## config.mk

```make
export PLATFORM = sky130hd
export DESIGN_NAME = credit_merge_top
export DESIGN_NICKNAME = d
export VERILOG_FILES = /design/src/merge_pkg.sv /design/src/pkt_stream_if.sv /design/src/credit_fifo.sv /design/src/credit_merge_top.sv /design/src/packet_arbiter.sv
export SDC_FILE = /design/constraint.sdc
export NUM_CORES = 1
export LEC_CHECK = 0
export ABC_AREA = 1
export CORE_MARGIN = 2
export CORE_UTILIZATION = 60
export DETAILED_ROUTE_END_ITERATION = 10
export DONT_BUFFER_PORTS = 1
export PLACE_DENSITY = 0.86
export SLEW_MARGIN = 20
export SYNTH_ARGS = -nofsm -noshare
export SYNTH_HDL_FRONTEND = slang
export SYNTH_HIERARCHICAL = 1
export SYNTH_SLANG_ARGS = --single-unit
export TNS_END_PERCENT = 10
```

## constraint.sdc

```tcl
create_clock -name clk -period 3.9 [get_ports clk]
set_input_delay 0.78 -clock clk [delete_from_list [all_inputs] [get_ports clk]]
set_output_delay 0.78 -clock clk [all_outputs]
set_load 0.1 [all_outputs]
```

## src/merge_pkg.sv

```systemverilog
`default_nettype none

package merge_pkg;

    // Defaults picked up by the top level and handed down
    localparam int DEF_DATA_WIDTH = 8;

    // Also the initial credit count of each input channel
    localparam int DEF_FIFO_DEPTH = 8;

    // Input channels feeding the merger
    localparam int NUM_PORTS = 2;

    // Channel index, wide enough for NUM_PORTS
    typedef logic [$clog2(NUM_PORTS)-1:0] port_idx_t;

    // Arbiter states
    // Idle may move its grant, locked holds it until the last beat
    typedef enum logic [0:0] {
        ARB_IDLE   = 1'b0,
        ARB_LOCKED = 1'b1
    } arb_state_t;

endpackage

`default_nettype wire

```

## src/pkt_stream_if.sv

```systemverilog
`timescale 1ns/1ps
`default_nettype none

interface pkt_stream_if #(
    parameter int DATA_WIDTH = merge_pkg::DEF_DATA_WIDTH
) ();

    // One beat of a packet
    logic [DATA_WIDTH-1:0] data;
    logic                  last;

    // Handshake, beat moves when both are high on a rising edge
    logic                  valid;
    logic                  ready;

    // Sending side, a FIFO output stage
    modport src (
        output data,
        output last,
        output valid,
        input  ready
    );

    // Receiving side, the arbiter
    modport dst (
        input  data,
        input  last,
        input  valid,
        output ready
    );

endinterface

`default_nettype wire

```

## src/credit_fifo.sv

```systemverilog
`timescale 1ns/1ps
`default_nettype none

module credit_fifo #(
    parameter int DATA_WIDTH = merge_pkg::DEF_DATA_WIDTH,
    parameter int FIFO_DEPTH = merge_pkg::DEF_FIFO_DEPTH
) (
    input  logic                        clk,
    input  logic                        rst_n,

    // Producer side
    input  logic [DATA_WIDTH-1:0]       in_data,
    input  logic                        in_last,
    input  logic                        in_valid,
    output logic                        in_ready,

    // Credit side
    input  logic                        credit_return,
    output logic [$clog2(FIFO_DEPTH):0] credits,

    // Stream towards the arbiter
    pkt_stream_if.src                   out_stream
);

    localparam int ADDR_W = $clog2(FIFO_DEPTH);
    localparam int PTR_W  = ADDR_W + 1;

    // Slot storage with payload and packet end flag side by side
    logic [DATA_WIDTH-1:0] mem_data [FIFO_DEPTH];
    logic                  mem_last [FIFO_DEPTH];

    // Pointers carry one extra bit to tell full from empty
    logic [PTR_W-1:0] wr_ptr;
    logic [PTR_W-1:0] rd_ptr;
    logic [PTR_W-1:0] level;
    logic             full;
    logic             empty;

    logic [PTR_W-1:0] credit_cnt;

    // Registered output stage
    logic [DATA_WIDTH-1:0] out_data_q;
    logic                  out_last_q;
    logic                  out_valid_q;

    logic accept;
    logic out_xfer;
    logic load;

    assign level = wr_ptr - rd_ptr;
    assign empty = (wr_ptr == rd_ptr);
    // Full only at level == depth so every slot is usable
    assign full  = (level == PTR_W'(FIFO_DEPTH));

    // Producer may only push with a credit in hand and room to store it
    // Held low while in reset
    assign in_ready = rst_n && (credit_cnt != '0) && !full;
    assign accept   = in_valid && in_ready;

    assign out_xfer = out_valid_q && out_stream.ready;
    // Refill when the stage is empty or its beat leaves this cycle
    assign load     = !empty && (!out_valid_q || out_xfer);

    assign credits = credit_cnt;

    always_ff @(posedge clk or negedge rst_n) begin
        if (!rst_n) begin
            wr_ptr <= '0;
        end else if (accept) begin
            wr_ptr <= wr_ptr + 1'b1;
        end
    end

    always_ff @(posedge clk) begin
        if (accept) begin
            mem_data[wr_ptr[ADDR_W-1:0]] <= in_data;
            mem_last[wr_ptr[ADDR_W-1:0]] <= in_last;
        end
    end

    always_ff @(posedge clk or negedge rst_n) begin
        if (!rst_n) begin
            rd_ptr      <= '0;
            out_valid_q <= 1'b0;
        end else if (load) begin
            rd_ptr      <= rd_ptr + 1'b1;
            out_valid_q <= 1'b1;
        end else if (out_xfer) begin
            out_valid_q <= 1'b0;
        end
    end

    // Payload of the output stage only moves on a load
    always_ff @(posedge clk) begin
        if (load) begin
            out_data_q <= mem_data[rd_ptr[ADDR_W-1:0]];
            out_last_q <= mem_last[rd_ptr[ADDR_W-1:0]];
        end
    end

    // Credit counter
    // Accept takes one and a return gives one back
    // Both at once cancel out
    always_ff @(posedge clk or negedge rst_n) begin
        if (!rst_n) begin
            credit_cnt <= PTR_W'(FIFO_DEPTH);
        end else begin
            case ({accept, credit_return})
                2'b01: begin
                    // Saturate at the depth so extra returns are dropped
                    if (credit_cnt < PTR_W'(FIFO_DEPTH)) begin
                        credit_cnt <= credit_cnt + 1'b1;
                    end
                end
                2'b10: begin
                    if (credit_cnt != '0) begin
                        credit_cnt <= credit_cnt - 1'b1;
                    end
                end
                default: begin
                    credit_cnt <= credit_cnt;
                end
            endcase
        end
    end

    assign out_stream.data  = out_data_q;
    assign out_stream.last  = out_last_q;
    assign out_stream.valid = out_valid_q;

endmodule

`default_nettype wire

```

## src/credit_merge_top.sv

```systemverilog
`timescale 1ns/1ps
`default_nettype none

module credit_merge_top #(
    parameter int DATA_WIDTH = merge_pkg::DEF_DATA_WIDTH,
    parameter int FIFO_DEPTH = merge_pkg::DEF_FIFO_DEPTH
) (
    input  logic                        clk,
    input  logic                        rst_n,

    // Channel 0 producer
    input  logic [DATA_WIDTH-1:0]       in0_data,
    input  logic                        in0_last,
    input  logic                        in0_valid,
    output logic                        in0_ready,
    input  logic                        in0_credit_return,
    output logic [$clog2(FIFO_DEPTH):0] in0_credits,

    // Channel 1 producer
    input  logic [DATA_WIDTH-1:0]       in1_data,
    input  logic                        in1_last,
    input  logic                        in1_valid,
    output logic                        in1_ready,
    input  logic                        in1_credit_return,
    output logic [$clog2(FIFO_DEPTH):0] in1_credits,

    // Merged output
    output logic [DATA_WIDTH-1:0]       out_data,
    output logic                        out_last,
    output logic                        out_valid,
    input  logic                        out_ready
);

    pkt_stream_if #(.DATA_WIDTH(DATA_WIDTH)) stream0 ();
    pkt_stream_if #(.DATA_WIDTH(DATA_WIDTH)) stream1 ();

    credit_fifo #(
        .DATA_WIDTH (DATA_WIDTH),
        .FIFO_DEPTH (FIFO_DEPTH)
    ) u_fifo0 (
        .clk           (clk),
        .rst_n         (rst_n),
        .in_data       (in0_data),
        .in_last       (in0_last),
        .in_valid      (in0_valid),
        .in_ready      (in0_ready),
        .credit_return (in0_credit_return),
        .credits       (in0_credits),
        .out_stream    (stream0.src)
    );

    credit_fifo #(
        .DATA_WIDTH (DATA_WIDTH),
        .FIFO_DEPTH (FIFO_DEPTH)
    ) u_fifo1 (
        .clk           (clk),
        .rst_n         (rst_n),
        .in_data       (in1_data),
        .in_last       (in1_last),
        .in_valid      (in1_valid),
        .in_ready      (in1_ready),
        .credit_return (in1_credit_return),
        .credits       (in1_credits),
        .out_stream    (stream1.src)
    );

    // Channel 0 wins the first grant after reset
    packet_arbiter #(
        .DATA_WIDTH (DATA_WIDTH)
    ) u_arb (
        .clk       (clk),
        .rst_n     (rst_n),
        .in0       (stream0.dst),
        .in1       (stream1.dst),
        .out_data  (out_data),
        .out_last  (out_last),
        .out_valid (out_valid),
        .out_ready (out_ready)
    );

endmodule

`default_nettype wire

```

## src/packet_arbiter.sv

```systemverilog
`timescale 1ns/1ps
`default_nettype none

module packet_arbiter #(
    parameter int DATA_WIDTH = merge_pkg::DEF_DATA_WIDTH
) (
    input  logic                  clk,
    input  logic                  rst_n,

    // Streams from the two input FIFOs
    pkt_stream_if.dst             in0,
    pkt_stream_if.dst             in1,

    // Merged output bus
    output logic [DATA_WIDTH-1:0] out_data,
    output logic                  out_last,
    output logic                  out_valid,
    input  logic                  out_ready
);

    import merge_pkg::*;

    arb_state_t           arbiter_state;
    merge_pkg::port_idx_t grant;
    port_idx_t            other;

    logic [NUM_PORTS-1:0] req;
    logic                 out_xfer;

    assign req   = {in1.valid, in0.valid};
    assign other = ~grant;

    // Output follows the granted stream directly, no extra register
    assign out_valid = req[grant];
    assign out_data  = (grant == port_idx_t'(1)) ? in1.data : in0.data;
    assign out_last  = (grant == port_idx_t'(1)) ? in1.last : in0.last;

    // Only the granted FIFO ever sees ready
    assign in0.ready = out_ready && (grant == port_idx_t'(0));
    assign in1.ready = out_ready && (grant == port_idx_t'(1));

    assign out_xfer = out_valid && out_ready;

    always_ff @(posedge clk or negedge rst_n) begin
        if (!rst_n) begin
            arbiter_state <= ARB_IDLE;
            grant         <= port_idx_t'(0);
        end else begin
            case (arbiter_state)
                ARB_IDLE: begin
                    if (out_xfer) begin
                        if (out_last) begin
                            // Single beat packet, hand over to the other channel
                            grant <= other;
                        end else begin
                            arbiter_state <= ARB_LOCKED;
                        end
                    end else if (!req[grant] && req[other]) begin
                        // Granted channel has nothing, move to the one waiting
                        grant <= other;
                    end
                end
                ARB_LOCKED: begin
                    // Hold the grant across gaps until the packet is done
                    if (out_xfer && out_last) begin
                        arbiter_state <= ARB_IDLE;
                        grant         <= other;
                    end
                end
                default: begin
                    arbiter_state <= ARB_IDLE;
                end
            endcase
        end
    end

endmodule

`default_nettype wire

```

==> flow_metrics.env, run 1 <==
export IMPL_antenna_found_initial=0
export IMPL_fp_row_count=43
export IMPL_rr_worst_depth=11
export IMPL_ys_warn_count=6
export IMPL_n_antenna_cell=0
export IMPL_cts_hold_buf=0
export IMPL_hold_violations=0
export IMPL_place_detailed_hpwl_um=11800
export IMPL_synth_area_um2=8320
export IMPL_min_path_type="input pin to async pin"
export IMPL_clock_latency_ps=450
export IMPL_critical_path_required_ps=3120
export IMPL_vias_per_cell=5.91
export IMPL_max_clock_path_buffers=2
export IMPL_cts_buffers=17
export IMPL_netSwitchingFraction_pct=46.1
export IMPL_die_y_um=122
export IMPL_ir_drop_v=0.000428
export IMPL_grt_max_degree=40
export IMPL_first_iter_violations=643
export IMPL_track_usage_pct=24.9
export IMPL_period_share_pct=79.9
export IMPL_worst_slew_margin_rel_pct=38.0
export IMPL_worstSetupEndpointType="primary output"
export IMPL_cts_htree_levels=4
export IMPL_cts_resized=0
export IMPL_crit_arrival_ps=2340
export IMPL_grt_pass1_vias=5533
export IMPL_max_cap_viol_count=0
export IMPL_tightest_slew_ps=928
export IMPL_setup_worst_path_start_class="flop"
export IMPL_port_buffers=0
export IMPL_grt_overflow_total=0
export IMPL_status="finished clean"
export IMPL_max_clock_freq_ghz=0.321
export IMPL_fin_crit_ps=3120
export IMPL_rr_endpoint="u_fifo1/credits[3]"
export IMPL_antenna_left=0
export IMPL_synth_seq_cells=190
export IMPL_root_buffer="clkbuf_16"
export IMPL_synthesis_nets=773
export IMPL_comb_power_share_pct=43.5
export IMPL_fin_skew_ps=15.6
export IMPL_post_cts_buffers=0
export IMPL_coreArea_um2=13700
export IMPL_setup_tns_ps=0
export IMPL_path_max_fanout=4
export IMPL_chipWidth_um=122
export IMPL_ys_seq_area_share_pct=66.9
export IMPL_drtPass1Iterations=5
export IMPL_reg2reg_slack_ps=890
export IMPL_routedWlPerCell_um=18.8
export IMPL_drive_gt1_share_pct=10.8
export IMPL_die_area_um2=14800
export IMPL_ios=45
export IMPL_routabilityCongestion=0.855
export IMPL_initial_core_util_pct=60.7
export IMPL_clkSlewWorstSetupHoldPaths_ps=70
export IMPL_p_seq_share_pct=36.7
export IMPL_cts_num_sinks=190
export IMPL_utilization_pct=66.0
export IMPL_setup_viol=0
export IMPL_clkPwrFrac_pct=19.8
export IMPL_synthToLayoutAreaGrowth_pct=8.81
export IMPL_grt_first_pass_wirelength_um=27600
export IMPL_synth_cell_types=32
export IMPL_p_int_w=0.00436
export IMPL_wl_um=17500
export IMPL_r2r_start="u_fifo1/credits[3]"
export IMPL_drv_slew=0
export IMPL_p_leak_nw=3.44
export IMPL_powerDensity_nw_per_um2=893
export IMPL_nets=778
export IMPL_p_total_w=0.00809
export IMPL_cts_tree="built"
export IMPL_drcViolationCount=0
export IMPL_vias=5482
export IMPL_switchingPower_w=0.00373
export IMPL_critPathKind="flop to primary output"
export IMPL_grt_setup_unrepaired="no"
export IMPL_synth_cells=730
export IMPL_synth_avg_cell_area_um2=11.4
## power by group through the flow
| stage | combinational, W | clock (W) | sequential (W) |
|---|---|---|---|
| after floorplan | 0.00260 | 0 | 0.00317 |
| after global placement | 0.00328 | 0 | 0.00299 |
| after detailed placement | 0.00345 | 0 | 0.00301 |
| after CTS | 0.00349 | 0.00162 | 0.00297 |
| after global routing | 0.00382 | 0.00170 | 0.00301 |
| final | 0.00352 | 0.00160 | 0.00297 |
## routing by layer
layer	up-vias	track usage, %	routed length (um)
li1	2518	-	-
met1	2691	30.7	7030
met2	239	41.6	8680
met3	34	8.01	1410
met4	0	8.69	336
met5	-	0	0
## cell type report
type                       instances  area (um2)
clock buffer                      21         460
clock inverter                    11        86.3
fill                             932        4660
inverter                          61         229
multi-input combinational        449        2370
sequential                       190        5570
tap                              180         225
timing repair buffer              16         120
## worst max path at each step
stage / cells past startpoint / from / endpoint
floorplan: 13 / u_fifo0/credits[0] / u_fifo0/credits[3]
global placement: 17 / u_fifo1/rd_ptr[1] / u_fifo1/credits[3]
detailed placement: 17 / u_fifo1/rd_ptr[1] / u_fifo1/credits[3]
CTS: 10 / u_fifo1/rd_ptr[1] / in1_ready
global route: 10 / u_fifo1/rd_ptr[1] / in1_ready
finish: 5 / u_fifo1/credits[3] / in1_ready
## stage by stage
stage / hold slack (ps) / worst slack (ps) / instance area (um2) / instances
4_1_cts: 9.29 / 790 / 9060 / 928
5_1_grt: 1.47 / 579 / 9060 / 928
3_3_place_gp: 485 / 1160 / 8510 / 896
6_report: 23.5 / 784 / 9060 / 928
3_5_place_dp: 486 / 964 / 8510 / 896
2_1_floorplan: 472 / 852 / 8320 / 730
## logic make-up after synthesis
group / count (synthesis) / synth area share (%)
simple gates: 291 / 15.5
compound gates: 126 / 8.54
fa+ha+maj: 18 / 2.89
buf+inv: 91 / 4.66
flops: 190 / 66.9
xor+xnor: 14 / 1.47
## sequential cells by signal (all words and copies together) (netlist names), 4 cells and up
signal,cells
u_fifo1/wr_ptr,4
u_fifo1/mem_last,8
u_fifo0/rd_ptr,4
u_fifo1/mem_data,64
u_fifo0/out_stream.data,8
u_fifo1/out_stream.data,8
u_fifo0/mem_data,64
u_fifo0/wr_ptr,4
u_fifo0/credits,4
u_fifo1/credits,4
u_fifo1/rd_ptr,4
u_fifo0/mem_last,8
## placed cells by master, fill, tap and decap left out, types with 3 or more instances in the layout
| cell type | count |
|---|---|
| a21oi_1 | 5 |
| a31oi_1 | 20 |
| buf_4 | 16 |
| clkbuf_16 | 17 |
| clkinv_4 | 5 |
| dfrtp_1 | 26 |
| edfxtp_1 | 162 |
| ha_1 | 16 |
| inv_1 | 53 |
| inv_2 | 7 |
| nand2_1 | 103 |
| nand2_2 | 6 |
| nand2_4 | 3 |
| nand3_1 | 12 |
| nand3_2 | 3 |
| nand4_1 | 11 |
| nor2_1 | 141 |
| nor2_4 | 10 |
| o21ai_0 | 79 |
| o22ai_1 | 18 |
| xor2_1 | 14 |
## worst max-delay path: stages (launching register included)
cell,delay [ps]
dfstp_2,890
inv_1,140
a31oi_1,360
nand2_2,130
inv_1,90
buf_4,290
## synthesized netlist by cell type, drive strengths merged
cell    number  area (um2)
edfxtp     162        4860
nor2       151         642
nand2      112         458
o21ai       79         395
inv         60         225
dfrtp       26         651
a31oi       21         146
clkbuf      20        85.1
o22ai       18         113
nand3       17         125
ha          16         200
xor2        14         123
nand4       11        68.8
buf         10        73.8
a21oi        6        41.3
dfstp        2        52.6
fa           2        40.0
clkinv       1        3.75
o211ai       1        7.51
o31ai        1        7.51
Power figures use the tool's default switching activity.
==> run 2: changes to the inputs <==
--- a/config.mk
+++ b/config.mk
@@ -5,12 +5,12 @@
 export SDC_FILE = /design/constraint.sdc
 export NUM_CORES = 1
 export LEC_CHECK = 0
-export ABC_AREA = 1
+export ABC_AREA = 0
 export CORE_MARGIN = 2
-export CORE_UTILIZATION = 60
+export CORE_UTILIZATION = 57
 export DETAILED_ROUTE_END_ITERATION = 10
 export DONT_BUFFER_PORTS = 1
-export PLACE_DENSITY = 0.86
+export PLACE_DENSITY = 0.85
 export SLEW_MARGIN = 20
 export SYNTH_ARGS = -nofsm -noshare
 export SYNTH_HDL_FRONTEND = slang
==> constraint.sdc (replaced) <==
create_clock -name clk -period 2.85 [get_ports clk]
set_input_delay 0.57 -clock clk [delete_from_list [all_inputs] [get_ports clk]]
set_output_delay 0.57 -clock clk [all_outputs]
set_load 0.1 [all_outputs]
==> run 2 against run 1 <==
The run now ends with setup timing left. Global-route usage down 0.48 points. Clock skew decreased by 3.4 ps. Synthesized area shrank 3.4%. Synthesized cell count decreased by 34%. Power increased by 44%. Die area rose by 1.6%. First-iteration DRC count decreased by 21%. Via count down 16%. Worst setup slack lost 1100 ps. Clock power is 66% higher.
==> flow_metrics.env, run 2 <==
export IMPL_grt_max_degree=29
export IMPL_synthMostInstantiatedCell="edfxtp_1"
export IMPL_fin_crit_ps=3160
export IMPL_drcViolationCount=0
export IMPL_cts_buffers=17
export IMPL_die_area_um2=15100
export IMPL_yosys_top_cells_count="edfxtp_1, nand2_1, mux4_2"
export IMPL_clkPwrFrac_pct=22.7
export IMPL_drive_gt1_share_pct=33.2
export IMPL_p_int_w=0.00702
export IMPL_final_common_cell="edfxtp_1"
export IMPL_routabilityCongestion=0.811
export IMPL_yosysTopAreaCell="edfxtp_1"
export IMPL_min_path_type="input pin to flop"
export IMPL_nets=587
export IMPL_netSwitchingFraction_pct=39.6
export IMPL_setup_ws_ps=-311
export IMPL_antenna_found_initial=0
export IMPL_place_detailed_hpwl_um=10000
export IMPL_ir_drop_v=0.000628
export IMPL_first_iter_violations=511
export IMPL_max_clock_freq_ghz=0.316
export IMPL_synth_seq_cells=190
export IMPL_hold_violations=0
export IMPL_ios=45
export IMPL_grt_setup_unrepaired="yes"
export IMPL_grt_pass1_vias=4701
export IMPL_cts_tree="built"
export IMPL_drv_slew=0
export IMPL_n_antenna_cell=0
export IMPL_antenna_left=0
export IMPL_critPathKind="flop to primary output"
export IMPL_async_flop_share_pct=14.7
export IMPL_grt_first_pass_wirelength_um=26300
export IMPL_max_cap_viol_count=0
export IMPL_vias_per_cell=6.21
export IMPL_synth_top_area_share_pct=60.5
export IMPL_port_buffers=0
export IMPL_synthToLayoutAreaGrowth_pct=18.8
export IMPL_powerDensity_nw_per_um2=1220
export IMPL_max_clock_path_buffers=2
export IMPL_setup_tns_ps=-881
export IMPL_synthTopCellsByArea="edfxtp_1, mux4_2, dfrtp_1"
export IMPL_path_max_fanout=3
export IMPL_synth_edf_count=162
export IMPL_comb_power_share_pct=44.1
export IMPL_cts_htree_levels=4
export IMPL_ys_flop_type="edfxtp_1"
export IMPL_synth_cell_types=58
export IMPL_p_seq_share_pct=33.2
export IMPL_synthesis_nets=522
export IMPL_ys_seq_area_share_pct=69.2
export IMPL_worst_slew_margin_rel_pct=39.9
export IMPL_fin_skew_ps=12.2
export IMPL_final_cell_mix="edfxtp_1, nand2_1, buf_4"
export IMPL_tightest_slew_ps=897
export IMPL_routedWlPerCell_um=23.5
export IMPL_drtPass1Iterations=5
export IMPL_root_buffer="clkbuf_16"
export IMPL_cts_num_sinks=190
export IMPL_wl_um=17300
export IMPL_clkSlewWorstSetupHoldPaths_ps=70
export IMPL_setup_viol=4
export IMPL_clock_latency_ps=440
export IMPL_crit_arrival_ps=2590
export IMPL_synth_area_um2=8040
export IMPL_vias=4580
export IMPL_die_y_um=123
export IMPL_p_leak_nw=3.46
export IMPL_critical_path_required_ps=2280
export IMPL_ys_warn_count=6
export IMPL_synth_cells=479
export IMPL_fp_row_count=43
export IMPL_period_share_pct=111
export IMPL_switchingPower_w=0.00461
export IMPL_grt_overflow_total=0
export IMPL_setup_worst_path_start_class="flop"
export IMPL_status="finished with violations"
export IMPL_violations="setup timing"
export IMPL_dp_cells=692
export IMPL_coreArea_um2=13800
export IMPL_final_cell_count_no_fill=737
export IMPL_synth_avg_cell_area_um2=16.8
export IMPL_initial_core_util_pct=58.2
export IMPL_track_usage_pct=24.4
export IMPL_chipWidth_um=123
export IMPL_worstSetupEndpointType="primary output"
run 2: changes by cell type in the layout (fill, tap and decap cells not counted), sizes merged, moves of 19 or more:
cell	previous run	this run
buf	16	61
o21ai	79	9
mux4	0	36
nor2	151	6
nand2	112	69
a31oi	21	2
inv	62	22
run 2: per-layer routing:
| metal | global-route usage [%] | routed length (um) | vias to the layer above |
|---|---|---|---|
| met4 | 8.91 | 327 | 0 |
| li1 | - | - | 1979 |
| met3 | 7.02 | 1280 | 27 |
| met5 | 0 | 0 | - |
| met1 | 32.4 | 6990 | 2363 |
| met2 | 38.8 | 8700 | 211 |
run 2: power by group through the flow:
stage,clock [W],combinational (W),sequential (W)
floorplan,0,0.00308,0.00432
global placement,0,0.00449,0.00386
detailed placement,0,0.00465,0.00390
CTS,0.00269,0.00487,0.00386
global route,0.00280,0.00544,0.00390
finish,0.00265,0.00513,0.00386
run 2: final cells by class:
cell class                      instances  area (um2)
Clock inverter                         15         249
Clock buffer                           17         425
Tap cell                              180         225
Timing Repair Buffer                   62         497
Multi-Input combinational cell        255        2520
Inverter                               18        68.8
Sequential cell                       190        5570
Fill cell                             760        4270
run 2: path summary, 6_finish.rpt:
check	from	endpoint	slack [ps]	cells after the start
max	u_fifo1/rd_ptr[1]	in1_ready	-310	8
min	in1_data[6]	u_fifo1/mem_data[6][6]	220	0
max reg2reg	u_fifo1/rd_ptr[1]	u_fifo1/credits[3]	-310	11
min reg2reg	u_fifo1/wr_ptr[3]	u_fifo1/wr_ptr[3]	490	1
max in group asynchronous	rst_n	u_fifo0/credits[3]	2030	2
min in group asynchronous	rst_n	u_fifo1/credits[1]	570	2
run 2: cells by family after synthesis:
kind of cell | share of synthesized area [%]
flip-flops | 69.2
AND/OR/NAND/NOR | 7.94
multiplexers | 12.4
AO/OA/AOI/OAI | 3.73
buffers and inverters | 1.66
XOR/XNOR | 2.07
adder cells (fa/ha/maj) | 2.99
run 2: worst max-delay path: stages (launching register included):
cell	delay [ps]
dfrtp_1	360
inv_1	80
ha_1	210
or3b_4	410
or4_4	570
buf_4	160
o21ai_2	110
nor3b_4	80
buf_12	170
run 2: what timing repair did:
action                                  CTS  global route
endpoints found under the setup margin   22            44
hold buffers                              2             0
pin swaps                                 6             8
hold endpoints to repair                 28             0
gates resized for setup                  11            17
buffers inserted                          5             6
run 2: stage by stage:
| stage | utilization [%] | power, W | setup slack, ps | instance area [um2] | hold slack, ps |
|---|---|---|---|---|---|
| 2_1_floorplan | - | 0.00739 | -289 | 8070 | 274 |
| 3_3_place_gp | 62.4 | 0.00835 | -119 | 8630 | 275 |
| 3_5_place_dp | 62.4 | 0.00855 | -428 | 8630 | 276 |
| 4_1_cts | 68.1 | 0.0114 | -227 | 9420 | 206 |
| 5_1_grt | 69.1 | 0.0121 | -411 | 9550 | 204 |
| 6_report | 69.1 | 0.0116 | -311 | 9550 | 222 |
==> run 3: changes to the inputs <==
--- a/config.mk
+++ b/config.mk
@@ -11,7 +11,6 @@
 export DETAILED_ROUTE_END_ITERATION = 10
 export DONT_BUFFER_PORTS = 1
 export PLACE_DENSITY = 0.85
-export SLEW_MARGIN = 20
 export SYNTH_ARGS = -nofsm -noshare
 export SYNTH_HDL_FRONTEND = slang
 export SYNTH_HIERARCHICAL = 1
==> constraint.sdc (replaced) <==
create_clock -name clk -period 2.85 [get_ports clk]
set_input_delay 0.57 -clock clk [delete_from_list [all_inputs] [get_ports clk]]
set_output_delay 0.57 -clock clk [all_outputs]
set_load 0.01 [all_outputs]
==> run 3 against run 2 <==
Critical path depth up 4. Largest cell class unchanged. Global-route usage down 0.55 points. The run still ends with setup timing left. Wire length is 3.0% lower. Clock power fell by 5%. Register-to-register slack better by 180 ps. Combinational power decreased by 31%. Sequential power rose by 2%.
==> flow_metrics.env, run 3 (synthesis gave the netlist of run 2 again) <==
export IMPL_utilization_pct=67.4
export IMPL_worst_path_buf_inv=1
export IMPL_cts_num_sinks=190
export IMPL_worst_slew_margin_rel_pct=54.9
export IMPL_grt_overflow_total=0
export IMPL_n_antenna_cell=0
export IMPL_chipWidth_um=123
export IMPL_fp_row_count=43
export IMPL_status="finished with violations"
export IMPL_antenna_left=0
export IMPL_reg2reg_slack_ps=-130
export IMPL_vias_per_cell=6.18
export IMPL_cts_tree="built"
export IMPL_violations="setup timing"
export IMPL_grt_first_pass_wirelength_um=25600
export IMPL_max_clock_path_buffers=2
export IMPL_initial_core_util_pct=58.2
export IMPL_max_stage_delay_ps=450
export IMPL_clock_latency_ps=430
export IMPL_routedWlPerCell_um=23.2
export IMPL_drive_gt1_share_pct=29.2
export IMPL_dp_slack_ps=-292
export IMPL_critical_path_required_ps=3230
export IMPL_grt_setup_unrepaired="yes"
export IMPL_nets=572
export IMPL_crit_chain="clkinv_2 > ha_4 > or3b_4 > or4_4 > o211ai_4 > nor3_4 > ha_1 > a21o_1 > a21o_1 > or3_1 > nor3_2 > a311o_1"
export IMPL_vias=4462
export IMPL_path_common_cell="a21o_1"
export IMPL_period_share_pct=105
export IMPL_min_path_type="input pin to flop"
export IMPL_cts_buffers=17
export IMPL_place_detailed_hpwl_um=10100
export IMPL_drcViolationCount=0
export IMPL_hold_violations=0
export IMPL_die_y_um=123
export IMPL_final_cell_mix="edfxtp_1, nand2_1, buf_4"
export IMPL_die_area_um2=15100
export IMPL_setup_tns_ps=-343
export IMPL_grt_max_degree=29
export IMPL_crit_family="simple AND/OR/NAND/NOR gates"
export IMPL_first_iter_violations=437
export IMPL_fin_skew_ps=9.03
export IMPL_port_buffers=0
export IMPL_cts_htree_levels=4
export IMPL_antenna_found_initial=0
export IMPL_setup_ws_ps=-130
export IMPL_worstSetupEndpointType="flop"
export IMPL_clkSlewWorstSetupHoldPaths_ps=70
export IMPL_ir_drop_v=0.000515
export IMPL_track_usage_pct=23.9
export IMPL_final_common_cell="edfxtp_1"
export IMPL_holdWs_ps=230
export IMPL_path_max_fanout=3
export IMPL_drtPass1Iterations=6
export IMPL_ios=45
export IMPL_slowest_stage="or4_4"
export IMPL_crit_arrival_ps=3360
export IMPL_root_buffer="clkbuf_16"
export IMPL_grt_pass1_vias=4589
export IMPL_setup_viol=3
export IMPL_wl_um=16800
export IMPL_max_cap_viol_count=0
export IMPL_coreArea_um2=13800
export IMPL_fin_crit_ps=2980
export IMPL_p_total_w=0.0100
export IMPL_synthToLayoutAreaGrowth_pct=15.9
export IMPL_setup_worst_path_start_class="flop"
export IMPL_routabilityCongestion=0.818
export IMPL_max_clock_freq_ghz=0.336
export IMPL_tightest_slew_ps=676
export IMPL_critPathKind="flop to flop"
export IMPL_drv_slew=0
export IMPL_powerDensity_nw_per_um2=1070
export IMPL_p_leak_nw=3.35
-- run 3: cell count changes in the layout (fill, tap and decap cells not counted), moves of 3 or more --
cell / delta
buf_4: -13
nor3_1: +3
nor3_2: -3
nor3b_1: +3
-- run 3: path summary, 6_finish.rpt --
check | endpoint | depth (start not counted) | from
max | u_fifo1/credits[3] | 12 | u_fifo1/rd_ptr[2]
min | u_fifo0/mem_data[3][2] | 0 | in0_data[2]
max reg2reg | u_fifo1/credits[3] | 12 | u_fifo1/rd_ptr[2]
min reg2reg | u_fifo1/wr_ptr[3] | 1 | u_fifo1/wr_ptr[3]
max in group asynchronous | u_fifo0/credits[3] | 2 | rst_n
min in group asynchronous | u_fifo1/credits[1] | 2 | rst_n
-- run 3: repair_timing --
| action | CTS | global route |
|---|---|---|
| hold buffers | 2 | 0 |
| endpoints found under the setup margin | 21 | 17 |
| pin swaps | 1 | 1 |
| setup buffers | 1 | 1 |
| gates resized for setup | 7 | 9 |
| endpoints found under the hold margin | 28 | 0 |
-- run 3: area by class of cell --
cell class,instances,area [um2]
repair buffers,47,368
flip-flops and latches,190,5570
multi-input cells,255,2460
clock buffers,18,429
fillers,831,4510
well taps,180,225
inverters,18,68.8
clock inverters,14,203
-- run 3: layer usage --
layer / part of all wire, % / wire length [um] / vias up / global-route usage (%)
li1: - / - / 1943 / -
met1: 41 / 6810 / 2292 / 30.3
met4: 2.3 / 387 / 0 / 10.8
met5: 0 / 0 / - / 0
met3: 6.2 / 1040 / 35 / 5.81
met2: 51 / 8540 / 192 / 39.2
-- run 3: worst reg2reg max path: stages (launching register included) --
cell	delay, ps
dfrtp_1	380
clkinv_2	90
ha_4	220
or3b_4	390
or4_4	450
o211ai_4	110
nor3_4	70
ha_1	280
a21o_1	170
a21o_1	190
or3_1	320
nor3_2	110
a311o_1	130
-- run 3: power by group --
group | total [W] | internal (W) | switching (W) | leakage [nW]
clock | 0.00253 | 0.00149 | 0.00104 | 0.300
combinational | 0.00354 | 0.00158 | 0.00196 | 1.25
sequential | 0.00393 | 0.00362 | 0.000305 | 1.79
-- run 3: metrics by stage --
step,instance area [um2],instances
after floorplan,8080,479
after global placement,8570,686
after detailed placement,8570,686
after CTS,9270,721
after global routing,9320,722
final,9320,722
